==> src/design/axi_mem_pkg.sv <==
// Shared memory AXI definitions
package axi_mem_pkg;

  localparam int AXI_ADDR_W = 32;
  localparam int AXI_DATA_W = 32;
  localparam int AXI_ID_W   = 4;
  localparam int AXI_STRB_W = AXI_DATA_W / 8;

  // --------------------------------------------------
  // Protocol codes
  // --------------------------------------------------
  typedef enum logic [1:0] {
    BURST_FIXED = 2'b00,
    BURST_INCR  = 2'b01,
    BURST_WRAP  = 2'b10
  } axi_burst_e;

  typedef enum logic [1:0] {
    RESP_OKAY   = 2'b00,
    RESP_SLVERR = 2'b10
  } axi_resp_e;

  // --------------------------------------------------
  // Channel payloads
  // --------------------------------------------------
  typedef struct packed {
    logic [AXI_ID_W-1:0]   id;
    logic [AXI_ADDR_W-1:0] addr;
    logic [7:0]            len;
    logic [2:0]            size;
    axi_burst_e            burst;
  } axi_aw_t;

  typedef struct packed {
    logic [AXI_ID_W-1:0]   id;
    logic [AXI_ADDR_W-1:0] addr;
    logic [7:0]            len;
    logic [2:0]            size;
    axi_burst_e            burst;
  } axi_ar_t;

  typedef struct packed {
    logic [AXI_DATA_W-1:0] data;
    logic [AXI_STRB_W-1:0] strb;
    logic                  last;
  } axi_w_t;

  typedef struct packed {
    logic [AXI_ID_W-1:0] id;
    axi_resp_e           resp;
  } axi_b_t;

  typedef struct packed {
    logic [AXI_ID_W-1:0]   id;
    logic [AXI_DATA_W-1:0] data;
    axi_resp_e             resp;
    logic                  last;
  } axi_r_t;

  // Client request, byte addressed
  typedef struct packed {
    logic                  we;
    logic [AXI_ADDR_W-1:0] addr;
  } mem_cmd_t;

endpackage
==> src/design/axi_req_bridge.sv <==
// Client to AXI master bridge
module axi_req_bridge
  import axi_mem_pkg::*;
#(
  parameter int LINE_WORDS = 4
) (
  input  logic                             i_aclk,
  input  logic                             i_reset,
  // Client port
  input  logic                             i_req,
  input  mem_cmd_t                         i_cmd,
  input  logic [LINE_WORDS*AXI_DATA_W-1:0] i_wdata,
  input  logic [LINE_WORDS*AXI_STRB_W-1:0] i_wstrb,
  output logic                             o_ack,
  output logic                             o_err,
  output logic [LINE_WORDS*AXI_DATA_W-1:0] o_rdata,
  // AXI master
  output logic                             o_awvalid,
  input  logic                             i_awready,
  output axi_aw_t                          o_aw,
  output logic                             o_wvalid,
  input  logic                             i_wready,
  output axi_w_t                           o_w,
  input  logic                             i_bvalid,
  output logic                             o_bready,
  input  axi_b_t                           i_b,
  output logic                             o_arvalid,
  input  logic                             i_arready,
  output axi_ar_t                          o_ar,
  input  logic                             i_rvalid,
  output logic                             o_rready,
  input  axi_r_t                           i_r
);

  typedef enum logic [2:0] {IDLE, ADDR, DATA, RESP, ACK, WAIT_LOW} state_e;

  localparam logic [7:0] LAST_BEAT = 8'(LINE_WORDS - 1);
  localparam logic [2:0] BEAT_SIZE = 3'($clog2(AXI_STRB_W));

  state_e     state;
  logic [7:0] beat;
  logic       aw_fire;
  logic       w_fire;
  logic       b_fire;
  logic       ar_fire;
  logic       r_fire;

  assign aw_fire = o_awvalid & i_awready;
  assign w_fire  = o_wvalid  & i_wready;
  assign b_fire  = i_bvalid  & o_bready;
  assign ar_fire = o_arvalid & i_arready;
  assign r_fire  = i_rvalid  & o_rready;

  assign o_awvalid = (state == ADDR) &&  i_cmd.we;
  assign o_arvalid = (state == ADDR) && !i_cmd.we;
  assign o_wvalid  = (state == DATA) &&  i_cmd.we;
  assign o_rready  = (state == DATA) && !i_cmd.we;
  assign o_bready  = (state == RESP);
  assign o_ack     = (state == ACK);

  // ID is left at zero, the arbiter stamps it
  assign o_aw = '{id: '0, addr: i_cmd.addr, len: LAST_BEAT, size: BEAT_SIZE, burst: BURST_INCR};
  assign o_ar = '{id: '0, addr: i_cmd.addr, len: LAST_BEAT, size: BEAT_SIZE, burst: BURST_INCR};

  // Slice the current beat out of the line
  assign o_w.data = i_wdata[beat*AXI_DATA_W +: AXI_DATA_W];
  assign o_w.strb = i_wstrb[beat*AXI_STRB_W +: AXI_STRB_W];
  assign o_w.last = (beat == LAST_BEAT);

  // --------------------------------------------------
  // Transaction FSM
  // --------------------------------------------------
  always_ff @(posedge i_aclk) begin
    if (i_reset) begin
      state <= IDLE;
    end else begin
      case (state)
        IDLE:     if (i_req) state <= ADDR;
        ADDR:     if (aw_fire || ar_fire) state <= DATA;
        DATA: begin
          if (w_fire && o_w.last) begin
            state <= RESP;
          end else if (r_fire && i_r.last) begin
            state <= ACK;
          end
        end
        RESP:     if (b_fire) state <= ACK;
        ACK:      if (!i_req) state <= WAIT_LOW;
        WAIT_LOW: state <= IDLE;
        default:  state <= IDLE;
      endcase
    end
  end

  // Beat count and error collection
  always_ff @(posedge i_aclk) begin
    if (i_reset || state == IDLE) begin
      beat  <= '0;
      o_err <= 1'b0;
    end else begin
      if (w_fire || r_fire) begin
        beat <= beat + 8'd1;
      end
      if ((r_fire && i_r.resp == RESP_SLVERR) || (b_fire && i_b.resp == RESP_SLVERR)) begin
        o_err <= 1'b1;
      end
    end
  end

  always_ff @(posedge i_aclk) begin
    if (r_fire) begin
      o_rdata[beat*AXI_DATA_W +: AXI_DATA_W] <= i_r.data;
    end
  end

  // Client holds its command for the whole request
  a_cmd_stable: assert property (@(posedge i_aclk) disable iff (i_reset)
    (i_req && $past(i_req) && !$past(o_ack)) |-> $stable(i_cmd));

endmodule

==> config.mk <==
export PLATFORM = sky130hd
export DESIGN_NAME = axi_req_bridge
export DESIGN_NICKNAME = d
export VERILOG_FILES = /design/src/design/axi_mem_pkg.sv /design/src/design/axi_req_bridge.sv
export SDC_FILE = /design/constraint.sdc
export NUM_CORES = 1
export LEC_CHECK = 0
export BUFFER_PORTS_ARGS = -buffer_cell sky130_fd_sc_hd__buf_4
export CELL_PAD_IN_SITES_DETAIL_PLACEMENT = 1
export CELL_PAD_IN_SITES_GLOBAL_PLACEMENT = 1
export CORE_AREA = 2 2 197 199
export CTS_CLUSTER_SIZE = 30
export DETAILED_ROUTE_END_ITERATION = 16
export DIE_AREA = 0 0 199 201
export PLACE_DENSITY_LB_ADDON = 0.1
export SLEW_MARGIN = 20
export SYNTH_ARGS = -nofsm -noshare
export SYNTH_HDL_FRONTEND = slang
export SYNTH_SLANG_ARGS = --single-unit
==> constraint.sdc <==
create_clock -name i_aclk -period 3.75 [get_ports i_aclk]
set_input_delay 0.1875 -clock i_aclk [delete_from_list [all_inputs] [get_ports i_aclk]]
set_output_delay 0.1875 -clock i_aclk [all_outputs]
set_load 0.005 [all_outputs]
Word level (Yosys, flattened, before mapping)
Cells that the tools add are included.
Operators by class
  add/sub/neg operators: 2
  equal/unequal tests: 12
  shifts and indexed selects: 4
  multiplexer cells: 8
  bitwise gates (word level): 5
  reductions and logical operators: 15
Operator list (count)
  $bwmux 128: 1
  $shift 32x34->128 const A: 1
  $shiftx 128x14->32: 1
  $shiftx 32x34->128: 1
  $neg 13->34: 1
  $mux 3: 6
  $shiftx 16x11->4: 1
  $pmux 3 s5: 1
  $add 8x1->8 const B: 1
  $eq 8x2->1 const B: 1
  $logic_and 1x1->1: 8
  $eq 3x2->1 const B: 2
  $and 1x1->1: 5
  $reduce_and 5->1: 1
  $eq 2x2->1 const B: 2
  $logic_or 1x1->1: 4
  $ne 2x1->1 const B: 2
  $ne 2x2->1 const B: 2
  $eq 3x1->1 const B: 1
  $eq 3x3->1 const B: 1
  $logic_not 3->1: 1
  $ne 3x1->1 const B: 1
  $logic_not 1->1: 1
Word-level totals
  register bits: 140
  bits of input ports: 230
  output and inout bits: 270
  word-level logic and storage cells: 50

Logic depth before layout (Yosys ltp)
  depth after elaboration: 7
  mapped depth: 9
  depth with buffers taken out: 8

Least setup slack after synthesis
OpenSTA, ideal clock, no wires.
  kind: flip-flop to flip-flop
  start: register, netlist name beat[0]
  end: register o_rdata[32], enable pin
  setup time: 391 ps
  data arrival time: 2630 ps
  setup slack: 729 ps
  cell stages (with the launch flop): 9
  path buffers: 1
  period minus slack after synthesis: 3021 ps
  cells stage by stage: dfxtp_1 buf_2 inv_1 ha_1 and2b_2 or4b_1 nand4b_1 and4_1 and4_1
RTL lines
  end signal, assigned by index: line axi_req_bridge.sv:112  | o_rdata[beat*AXI_DATA_W +: AXI_DATA_W] <= i_r.data;
  end, declared: line axi_req_bridge.sv:16  | output logic [LINE_WORDS*AXI_DATA_W-1:0] o_rdata,

==> results.json <==
{
  "status": "finished, final reports clean",
  "avgSynthCellArea_um2": 12.7,
  "ant_nets": 0,
  "power.density_nw_per_um2": 361,
  "worst_hold_path.num_cells": 2,
  "grt_pass1_wl_mm": 41.0,
  "grt_overflow_total": 0,
  "reg2reg_to": "o_rdata[88]$_DFFE_PP_",
  "r2r-start": "beat[4]$_SDFFE_PP0P_",
  "initial_core_util_pct": 20.1,
  "ys_seq_area_share_pct": 53.3,
  "slew_violations": 0,
  "worst_pin_slew_ns": 0.807,
  "ys_ff_latch": 140,
  "clkLatencyLatePin_ns": 0.42,
  "grt_start_max_net_pins": 38,
  "synth_top_area_cell": "edfxtp_1",
  "grt_pass1_vias": 6021,
  "gp_congestion": 0.808,
  "cp-start-kind": "flop",
  "syn_inst": 606,
  "cellLeakagePower_nw": 4.83,
  "crit_fanout": 18,
  "io_buffers": 361,
  "drive_gt1_share_pct": 50.3,
  "yosys-top-cells-area": "edfxtp_1 (50%), mux4_2 (11%), buf_4 (9.6%)",
  "core_um2": 38100,
  "cts_root_buf": "clkbuf_16",
  "r2r_cells": 9,
  "fillers": 4266,
  "wl_per_cell_um": 19.7,
  "cts.clk_slew.worst_paths_ns": 0.06,
  "holdCritStartpoint": "i_r[18]",
  "antenna_found_initial": 1,
  "synth_cell_types": 57,
  "dp_cells": 1394,
  "fin_cells": 1428,
  "totalWireLength_mm": 28.1,
  "num_io_pins": 500,
  "maxCapViolCount": 0,
  "clock-sinks": 140,
  "synth-async-reset-ratio_pct": 0,
  "viasPerCell": 3.93,
  "setup_violations": 0,
  "ys.flop_type": "edfxtp_1",
  "yosysWarnings": 0,
  "die_w_um": 199,
  "cts.path.max_buffers": 2,
  "drcViolationCount": 0,
  "skew_ns": 0.0155,
  "cts_resized": 0,
  "placed_cell_area_um2": 10400,
  "fin_setup_tns_ns": 0,
  "hpwl_mm": 21.4,
  "grtUsageTotal_pct": 14.0,
  "cts_tree": "done",
  "first_pass_iters": 4,
  "slew_headroom_pct": 46.2,
  "rsz0062_at_grt": "false",
  "htree_levels": 4,
  "synthToLayoutAreaGrowth_pct": 44.1,
  "hold_path_class": "input pin to flop",
  "fin_crit_sh_pct": 75.0,
  "die_y_um": 201,
  "crit_arrival_ns": 2.90,
  "peakVddDrop_mv": 0.232,
  "die-area_um2": 40000,
  "critPathKind": "flop to flop",
  "dr.first_iter.drc_count": 212,
  "final_hold_viol_count": 0,
  "required_ns": 3.84,
  "vias": 5616,
  "reg2reg_setup_slack_ns": 0.94,
  "yosysTopAreaCellShare_pct": 50.1,
  "min_to": "o_rdata[79]$_DFFE_PP_",
  "post_cts_buffers": 0,
  "netlist_area_um2": 7670,
  "end_kind": "flop",
  "period_needed_ns": 2.81,
  "synth_edf_count": 128,
  "cts_buffers": 17,
  "max_freq_mhz": 356,
  "nNetsFinal": 1130,
  "fin_area_um2": 11000,
  "hold_ws_ns": 0.0759,
  "placementRows": 72
}
## layout by cell type (no fill, tap or decap), drive strengths merged, types with 3 or more instances in the layout
cell	n
buf	375
edfxtp	128
and2	98
nor2b	38
mux4	36
conb	34
and3	33
nor2	25
clkbuf	19
dfxtp	12
inv	10
nand2	8
nand3	7
a21oi	7
nor3	6
xor2	5
bufinv	5
and4	5
nor4	4
nand3b	3
xnor2	3
ha	3
clkinvlp	3
and2b	3
or3b	3
clkinv	3
## worst max path at each step
stage | startpoint | to | slack, ns | cells after the start
after floorplan | beat[0]$_SDFFE_PP0P_ | o_rdata[32]$_DFFE_PP_ | 0.73 | 8
after global placement | beat[4]$_SDFFE_PP0P_ | o_rdata[66]$_DFFE_PP_ | 0.88 | 9
after detailed placement | beat[0]$_SDFFE_PP0P_ | o_rdata[6]$_DFFE_PP_ | 0.91 | 8
after CTS | beat[0]$_SDFFE_PP0P_ | o_w[17] | 0.87 | 4
after global routing | beat[4]$_SDFFE_PP0P_ | o_rdata[88]$_DFFE_PP_ | 0.68 | 9
final | beat[4]$_SDFFE_PP0P_ | o_rdata[88]$_DFFE_PP_ | 0.94 | 9
## critical path, stage by stage (launching register included)
cell and delay, ns:
dfxtp_1 0.44, nor4_1 0.48, and2_1 0.19, ha_1 0.13
nor2b_1 0.20, nand2_1 0.07, mux2i_1 0.20, o22a_1 0.21
and4_2 0.24, buf_4 0.30
## cells by family after synthesis
| kind of cell | after synthesis | synth area share (%) |
|---|---|---|
| AND/OR/NAND/NOR | 244 | 19.6 |
| other | 2 | 0.0980 |
| adder cells (fa/ha/maj) | 3 | 0.490 |
| buffers and inverters | 146 | 12.3 |
| AO/OA/AOI/OAI | 24 | 2.30 |
| XOR/XNOR | 8 | 0.914 |
| multiplexers | 39 | 11.0 |
| flip-flops | 140 | 53.3 |
## per-stage QoR
stage	worst slack [ns]	utilization [%]	power, mW
6_report	0.937	29.0	3.99
3_5_place_dp	0.911	27.3	2.20
5_1_grt	0.685	29.0	4.15
2_1_floorplan	0.729	-	2.00
4_1_cts	0.870	29.0	4.06
3_3_place_gp	0.878	27.3	2.20
## metal layers
metal | global-route usage, % | wire length, um | vias to the layer above | share of wire (%)
met5 | 0 | 0 | - | 0
met4 | 4.00 | 507 | 0 | 1.8
met3 | 3.78 | 1960 | 49 | 7.0
met2 | 23.4 | 13900 | 239 | 49
met1 | 17.6 | 11800 | 2722 | 42
li1 | - | - | 2606 | -
## cells in the mapped netlist, types with 3 or more instances
cell type,count
a21oi_1,6
and2_1,98
and3_1,33
and4_1,5
buf_2,14
buf_4,98
clkbuf_1,20
clkbuf_2,3
dfxtp_1,12
edfxtp_1,128
ha_1,3
inv_1,9
mux4_2,36
nand2_1,8
nand3_1,7
nand3b_1,3
nor2_1,25
nor2b_1,38
nor3_1,4
xnor2_1,3
xor2_1,5
## where the power goes
group	total, mW	internal (mW)	switching, mW
logic	0.434	0.264	0.170
registers	1.72	1.71	0.0184
clock network	1.83	1.17	0.655
## registers in the layout, summed over array words and instances, names as in the netlist
| register | flops |
|---|---|
| o_rdata | 128 |
| beat | 8 |
| state | 3 |
| o_err | 1 |
## layout make-up
class                           count  area [um^2]  share of cell area [%]
Inverter                            9         33.8                   0.306
Timing Repair Buffer              377         2870                    26.0
Sequential cell                   140         4090                    37.0
Clock inverter                     12          195                    1.77
Multi-Input combinational cell    352         2780                    25.1
Clock buffer                       19          433                    3.92
Antenna cell                        1         2.50                  0.0227
Tap cell                          518          648                    5.87
## what timing repair did
action                     4_1_cts  5_1_grt
hold buffers                     2        0
hold endpoints to repair         4        0
setup endpoints to repair        0        0
No activity file was read; power rests on OpenSTA's default activity.
