===== config.mk =====
export PLATFORM = sky130hd
export DESIGN_NAME = axi_arbiter
export DESIGN_NICKNAME = d
export VERILOG_FILES = /design/src/design/axi_mem_pkg.sv /design/src/design/axi_arbiter.sv
export SDC_FILE = /design/constraint.sdc
export NUM_CORES = 1
export LEC_CHECK = 0
export BUFFER_PORTS_ARGS = -buffer_cell sky130_fd_sc_hd__buf_4
export CAP_MARGIN = 30
export CORE_AREA = 10 10 213 215
export DETAILED_ROUTE_END_ITERATION = 12
export DIE_AREA = 0 0 223 225
export MAX_ROUTING_LAYER = met4
export SYNTH_ARGS = -nofsm -noshare
export SYNTH_HDL_FRONTEND = slang
export SYNTH_SLANG_ARGS = --single-unit

===== constraint.sdc =====
create_clock -name i_aclk -period 2.3 [get_ports i_aclk]
set_input_delay 0.23 -clock i_aclk [delete_from_list [all_inputs] [get_ports i_aclk]]
set_output_delay 0.23 -clock i_aclk [all_outputs]
set_load 0.02 [all_outputs]

===== src/design/axi_mem_pkg.sv =====
// Shared memory AXI definitions
package axi_mem_pkg;

  localparam int AXI_ADDR_W = 32;
  localparam int AXI_DATA_W = 32;
  localparam int AXI_ID_W   = 4;
  localparam int AXI_STRB_W = AXI_DATA_W / 8;

  // --------------------------------------------------
  // Protocol codes
  // --------------------------------------------------
  typedef enum logic [1:0] {
    BURST_FIXED = 2'b00,
    BURST_INCR  = 2'b01,
    BURST_WRAP  = 2'b10
  } axi_burst_e;

  typedef enum logic [1:0] {
    RESP_OKAY   = 2'b00,
    RESP_SLVERR = 2'b10
  } axi_resp_e;

  // --------------------------------------------------
  // Channel payloads
  // --------------------------------------------------
  typedef struct packed {
    logic [AXI_ID_W-1:0]   id;
    logic [AXI_ADDR_W-1:0] addr;
    logic [7:0]            len;
    logic [2:0]            size;
    axi_burst_e            burst;
  } axi_aw_t;

  typedef struct packed {
    logic [AXI_ID_W-1:0]   id;
    logic [AXI_ADDR_W-1:0] addr;
    logic [7:0]            len;
    logic [2:0]            size;
    axi_burst_e            burst;
  } axi_ar_t;

  typedef struct packed {
    logic [AXI_DATA_W-1:0] data;
    logic [AXI_STRB_W-1:0] strb;
    logic                  last;
  } axi_w_t;

  typedef struct packed {
    logic [AXI_ID_W-1:0] id;
    axi_resp_e           resp;
  } axi_b_t;

  typedef struct packed {
    logic [AXI_ID_W-1:0]   id;
    logic [AXI_DATA_W-1:0] data;
    axi_resp_e             resp;
    logic                  last;
  } axi_r_t;

  // Client request, byte addressed
  typedef struct packed {
    logic                  we;
    logic [AXI_ADDR_W-1:0] addr;
  } mem_cmd_t;

endpackage

===== src/design/axi_arbiter.sv =====
// Round-robin AXI arbiter
module axi_arbiter
  import axi_mem_pkg::*;
(
  input  logic          i_aclk,
  input  logic          i_reset,
  // Master side
  input  logic    [1:0] i_m_awvalid,
  output logic    [1:0] o_m_awready,
  input  axi_aw_t [1:0] i_m_aw,
  input  logic    [1:0] i_m_wvalid,
  output logic    [1:0] o_m_wready,
  input  axi_w_t  [1:0] i_m_w,
  output logic    [1:0] o_m_bvalid,
  input  logic    [1:0] i_m_bready,
  output axi_b_t  [1:0] o_m_b,
  input  logic    [1:0] i_m_arvalid,
  output logic    [1:0] o_m_arready,
  input  axi_ar_t [1:0] i_m_ar,
  output logic    [1:0] o_m_rvalid,
  input  logic    [1:0] i_m_rready,
  output axi_r_t  [1:0] o_m_r,
  // Slave side
  output logic          o_s_awvalid,
  input  logic          i_s_awready,
  output axi_aw_t       o_s_aw,
  output logic          o_s_wvalid,
  input  logic          i_s_wready,
  output axi_w_t        o_s_w,
  input  logic          i_s_bvalid,
  output logic          o_s_bready,
  input  axi_b_t        i_s_b,
  output logic          o_s_arvalid,
  input  logic          i_s_arready,
  output axi_ar_t       o_s_ar,
  input  logic          i_s_rvalid,
  output logic          o_s_rready,
  input  axi_r_t        i_s_r
);

  typedef enum logic [1:0] {IDLE, READ, WRITE} state_e;

  state_e     state;
  logic       owner;
  logic [1:0] want;
  logic       pick;
  logic       b_dst;
  logic       r_dst;

  assign want  = i_m_awvalid | i_m_arvalid;
  // On a tie the master that did not win last time goes first
  assign pick  = (want == 2'b11) ? ~owner : want[1];
  assign b_dst = i_s_b.id[0];
  assign r_dst = i_s_r.id[0];

  always_ff @(posedge i_aclk) begin
    if (i_reset) begin
      state <= IDLE;
      owner <= 1'b1;
    end else begin
      case (state)
        IDLE: begin
          if (|want) begin
            owner <= pick;
            state <= i_m_awvalid[pick] ? WRITE : READ;
          end
        end
        READ:    if (i_s_rvalid && o_s_rready && i_s_r.last) state <= IDLE;
        WRITE:   if (i_s_bvalid && o_s_bready) state <= IDLE;
        default: state <= IDLE;
      endcase
    end
  end

  // --------------------------------------------------
  // Channel steering
  // --------------------------------------------------
  always_comb begin
    o_s_aw      = i_m_aw[owner];
    o_s_aw.id   = AXI_ID_W'(owner);
    o_s_ar      = i_m_ar[owner];
    o_s_ar.id   = AXI_ID_W'(owner);
    o_s_w       = i_m_w[owner];
    o_m_b       = {2{i_s_b}};
    o_m_r       = {2{i_s_r}};
    o_s_awvalid = 1'b0;
    o_s_wvalid  = 1'b0;
    o_s_bready  = 1'b0;
    o_s_arvalid = 1'b0;
    o_s_rready  = 1'b0;
    o_m_awready = '0;
    o_m_wready  = '0;
    o_m_bvalid  = '0;
    o_m_arready = '0;
    o_m_rvalid  = '0;
    case (state)
      WRITE: begin
        o_s_awvalid        = i_m_awvalid[owner];
        o_m_awready[owner] = i_s_awready;
        o_s_wvalid         = i_m_wvalid[owner];
        o_m_wready[owner]  = i_s_wready;
        o_s_bready         = i_m_bready[b_dst];
        o_m_bvalid[b_dst]  = i_s_bvalid;
      end
      READ: begin
        o_s_arvalid        = i_m_arvalid[owner];
        o_m_arready[owner] = i_s_arready;
        o_s_rready         = i_m_rready[r_dst];
        o_m_rvalid[r_dst]  = i_s_rvalid;
      end
      default: ;
    endcase
  end

  // Slave must echo the ID stamped at grant
  a_resp_id: assert property (@(posedge i_aclk) disable iff (i_reset)
    (i_s_rvalid || i_s_bvalid) |->
      ((i_s_rvalid ? i_s_r.id : i_s_b.id) == AXI_ID_W'(owner)));

endmodule


**Word-level counts from Yosys, hierarchy flattened**

Index checks and enable logic that the tools add are counted.

- Bitwise operators: 7
- Equal/unequal tests: 6
- Muxes and demuxes: 40
- Reductions and logical operators: 10
- Order comparisons: 7

Operator list:

| cell | count |
|---|---|
| 45-bit 2-to-1 mux | 4 |
| 37-bit 2-to-1 mux | 2 |
| 1-bit 2-to-1 mux | 21 |
| 2-bit 2-to-1 mux | 9 |
| 2-bit bitwise AND | 5 |
| 1-bit by 2-bit < comparator with 1-bit output, second input constant | 4 |
| 1-bit logical AND | 6 |
| 2-bit inequality test, second input constant | 3 |
| 2-bit case mux with 3 select lines | 1 |
| 2-bit equality test, second input constant | 2 |
| 1-bit demux with 1-bit select | 3 |
| 1-bit greater-or-equal comparator, second input constant | 3 |
| 3-bit AND reduction | 1 |
| 2-bit by 1-bit equality test with 1-bit output, second input constant | 1 |
| 2-bit logical NOT | 1 |
| 2-bit OR | 1 |
| 2-bit AND reduction | 1 |
| 2-bit OR reduction | 1 |
| 1-bit inverter | 1 |

- Output and inout port bits: 240
- Register bits after elaboration: 3
- Bits of input ports: 332
- Word-level logic and storage cells: 72

**Depth between registers and ports, before layout**

- Depth in word-level cells: 8
- Depth in mapped cells: 5
- Mapped depth without buffers: 4

**Worst setup path before layout**

Ideal clock, no wire load.

- Path kind: register to output
- Start: register owner
- End: output port o_m_awready[0]
- Stages on the path, launching flop included: 4
- Setup slack: 946 ps
- Required time: 2,070 ps
- Data arrival time: 1,124 ps
- Buffers on the path: 2
- Path through: dfxtp_1 buf_4 buf_6 nor3_1

- Word-level cells in the longest chain between the ends: 6
- Elaborated cells between the ends (all ways): 7
- Those cells by class: order compare: 2; mux: 3; bitwise: 1; reduce/logical: 1

Ends and longest elaborated chain:

| element | line | source |
|---|---|---|
| start: declaration | axi_arbiter.sv:44 | `logic owner;` |
| start signal: assignment | axi_arbiter.sv:64 | `owner <= pick;` |
| 1-bit by 2-bit < comparator with 1-bit output (implied by the code) / 1-bit greater-or-equal comparator (equally long branches) | axi_arbiter.sv:99 | `o_m_awready[owner] = i_s_awready;` |
| 1-bit logical AND (implied by the code) | axi_arbiter.sv:99 |  |
| 1-bit 2-to-1 mux (implied by the code) | axi_arbiter.sv:99 |  |
| 1-bit demux with 1-bit select (*) | axi_arbiter.sv:99 |  |
| 2-bit bitwise AND (no line) (*) | n/a |  |
| 2-bit 2-to-1 mux (*) | axi_arbiter.sv:96 | `case (state)` |
| end: declaration | axi_arbiter.sv:9 | `output logic [1:0] o_m_awready,` |

Mark *: on every way between the ends. The rest lies on a longest branch, timed or not.

==> out/qor.log <==
INFO  die            die_w=223microns
INFO  die            num_rows=75
INFO  global_route   antenna_found_initial=1
INFO  critical_path  end_kind=primary output
INFO  placed_design  dp_hpwl=20600microns
INFO  synthesis      syn_inst=291
INFO  power          p_sw_share=46.1%
INFO  critical_path  r2r_worst_path_depth=5
INFO  sta            fin_hold_ws=0.191ns
INFO  cts            post_cts.repair.setup_buffers=0
INFO  die            coreArea=41400squm
INFO  power          vdd.ir_drop.worst=0.157mV
INFO  status         status=finished clean
INFO  critical_path  timing.critical_path.required=2.07ns
INFO  critical_path  worstSetupStartpoint=owner
INFO  power          seq_power_share=3.9%
INFO  die            fp.dieArea=50200squm
INFO  cts            insertion_delay=0.22ns
INFO  cts            cts_tree=yes
INFO  power          power_density_cells=494nW/um^2
INFO  layout         layout.nets=947
INFO  cts            ctsLongestPathBuffers=2
INFO  placed_design  post_place_cells=1149
INFO  synthesis      synth-seq-area-share=2.26%
INFO  die            start_util=6.43%
INFO  critical_path  crit_arrival=1.73ns
INFO  global_route   grt_pass1_wl=28700microns
INFO  critical_path  worstPathMaxFanout=65
INFO  synthesis      flip_flop_and_latch_count_after_synthesis=3
INFO  detailed_routing detailedRoute.firstIterationViolations=71
INFO  placed_design  place.port_buffers=423
INFO  power          net-switching-power=0.00132W
INFO  critical_path  crit-reg2reg-capture=state[1]
INFO  cts            cts-resized-gates=0
INFO  critical_path  critPathLaunchType=register
INFO  detailed_routing routed_wl=22200microns
INFO  power          power.share.combinational=86.4%
INFO  detailed_routing drt-pass1-iter-count=4
INFO  detailed_routing post_drt_wl_per_cell=19.3microns
INFO  global_route   grt_pass1_vias=3770
INFO  detailed_routing final_antenna_net_count=0
INFO  power          internal_power=0.00154W
INFO  critical_path  worst_reg2reg_setup_slack=0.83ns
INFO  sta            rsz0062_at_grt=no
INFO  power          power.leakage=2.81nW
INFO  layout         post_layout_nonfiller_instances=1154
INFO  cts            cts_hold_buf=0
INFO  synthesis      synthesis.yosys.warnings=0
INFO  layout         share_of_layout_cells_above_drive_strength_1=91.2%
INFO  cts            clock_tree.htree_level_count=1
INFO  power          power.share.clock=9.7%
INFO  sta            period_needed=1.96ns
INFO  global_route   grtUsageTotal=8.04%
INFO  min_path       hold_class=in -> reg
INFO  sta            max_freq=509MHz
INFO  die            chipHeight=225microns
INFO  detailed_routing detail_route.drc_violations=0
INFO  run            timing.max_cap.violations=0
INFO  layout         synthToLayoutAreaGrowth=117%
INFO  layout         final.fill_count=4741
INFO  placed_design  routability_congestion=0.793
INFO  sta            post_route_clock_period_utilization=85.4%
INFO  sta            totalNegativeSetupSlack=0ns
INFO  critical_path  r2r_start=owner
INFO  sta            number_of_max_slew_violations_in_the_final_report=0
INFO  cts            cts_buffers=3
INFO  detailed_routing viasPerCell=2.96
INFO  global_route   pin_count_of_the_biggest_net_entering_global_routing=66
INFO  cts            cts_sinks=3
INFO  die            io-pin-count=572
INFO  critical_path  setup.worst_path.end=o_s_aw[32]
INFO  critical_path  criticalPathCategory=reg -> out
INFO  synthesis      synth_cell_types=24
INFO  layout         layout_commonest_cell=sky130_fd_sc_hd__buf_4
INFO  synthesis      syn_area=2660squm
INFO  global_route   overflow=0
INFO  detailed_routing via_count=3411
INFO  cts            clock_tree.root_cell=sky130_fd_sc_hd__clkbuf_16
INFO  layout         most_frequent_cells_in_the_layout=sky130_fd_sc_hd__buf_4, sky130_fd_sc_hd__mux2_2, sky130_fd_sc_hd__nor2_1
INFO  synthesis      avgSynthCellArea=9.15squm
INFO  sta            finClkSkew=0.00222ns
INFO  sta            setup_viol=0
INFO  sta            final-hold-violation-count=0
INFO  cts            clk_pin_slew_worst_paths=0.03ns
critical path, stage by stage (launching register included):
cell and delay (ns):
sky130_fd_sc_hd__dfxtp_4 0.49, sky130_fd_sc_hd__buf_12 0.30, sky130_fd_sc_hd__mux2_2 0.43, sky130_fd_sc_hd__buf_4 0.17
cell type report:
type	instances	area, sq um	share of cell area (%)
Tap cell	539	674	11.7
Inverter	1	3.75	0.0649
Multi-Input combinational cell	179	1730	29.9
Timing Repair Buffer	427	3230	55.9
Sequential cell	3	63.8	1.10
Clock buffer	4	78.8	1.36
Antenna cell	1	2.50	0.0433
state kept, by name (all words and copies together), names as in the netlist:
name   count
state      2
owner      1
cells by family (layout without fill, tap and decap cells):
group           Yosys count  in the layout  share of synthesized area, %
buf+inv                 114            432                          33.5
flops                     3              3                          2.26
other cells               1              7                         0.141
mux                     132            132                          55.6
simple gates             32             32                          5.97
compound gates            9              9                          2.54
power groups by stage:
| stage | clock, W | sequential, W | combinational (W) |
|---|---|---|---|
| after floorplan | 0 | 0.0000761 | 0.00160 |
| after global placement | 0 | 0.000116 | 0.00252 |
| after detailed placement | 0 | 0.000116 | 0.00253 |
| after CTS | 0.000281 | 0.000116 | 0.00254 |
| after global routing | 0.000285 | 0.000118 | 0.00264 |
| final | 0.000278 | 0.000111 | 0.00247 |
metal layers:
metal	GRT usage (%)	share of wire, %	vias up
li1	-	-	1560
met1	8.59	37	1464
met3	4.79	15	4
met4	0.218	0.072	0
met2	13.3	48	383
met5	-	0	-
worst min path at each step:
stage,startpoint,end,slack [ns],cells after the start
finish,i_reset,state[0],0.19,2
global route,i_reset,state[0],0.20,2
CTS,i_reset,state[0],0.19,2
detailed placement,i_reset,state[0],0.43,2
global placement,i_reset,state[0],0.42,2
floorplan,i_reset,state[0],0.30,1
metrics by stage:
step	utilization (%)	power [W]	setup WS (ns)	area, sq um
floorplan	-	0.00168	0.946	2680
global placement	13.8	0.00263	0.593	5700
detailed placement	13.8	0.00265	0.571	5700
CTS	14.0	0.00294	0.329	5780
global route	14.0	0.00304	0.290	5780
finish	14.0	0.00286	0.335	5780
synthesized netlist by cell type (all sizes together):
cell / count / area share, %
and3: 2 / 0.47
o21ai: 3 / 0.56
and2b: 2 / 0.56
buf: 113 / 33
dfxtp: 3 / 2.3
nor3: 3 / 0.56
o21bai: 1 / 0.28
nor3b: 1 / 0.28
nand2b: 4 / 0.94
a21oi: 1 / 0.19
inv: 1 / 0.14
o41ai: 1 / 0.33
a211o: 1 / 0.33
conb: 1 / 0.14
mux2: 127 / 54
a211oi: 1 / 0.47
nand2: 6 / 0.85
mux2i: 5 / 1.9
nor2: 13 / 1.9
and4b: 1 / 0.38
o211a: 1 / 0.38
Power figures use the tool's default switching activity.
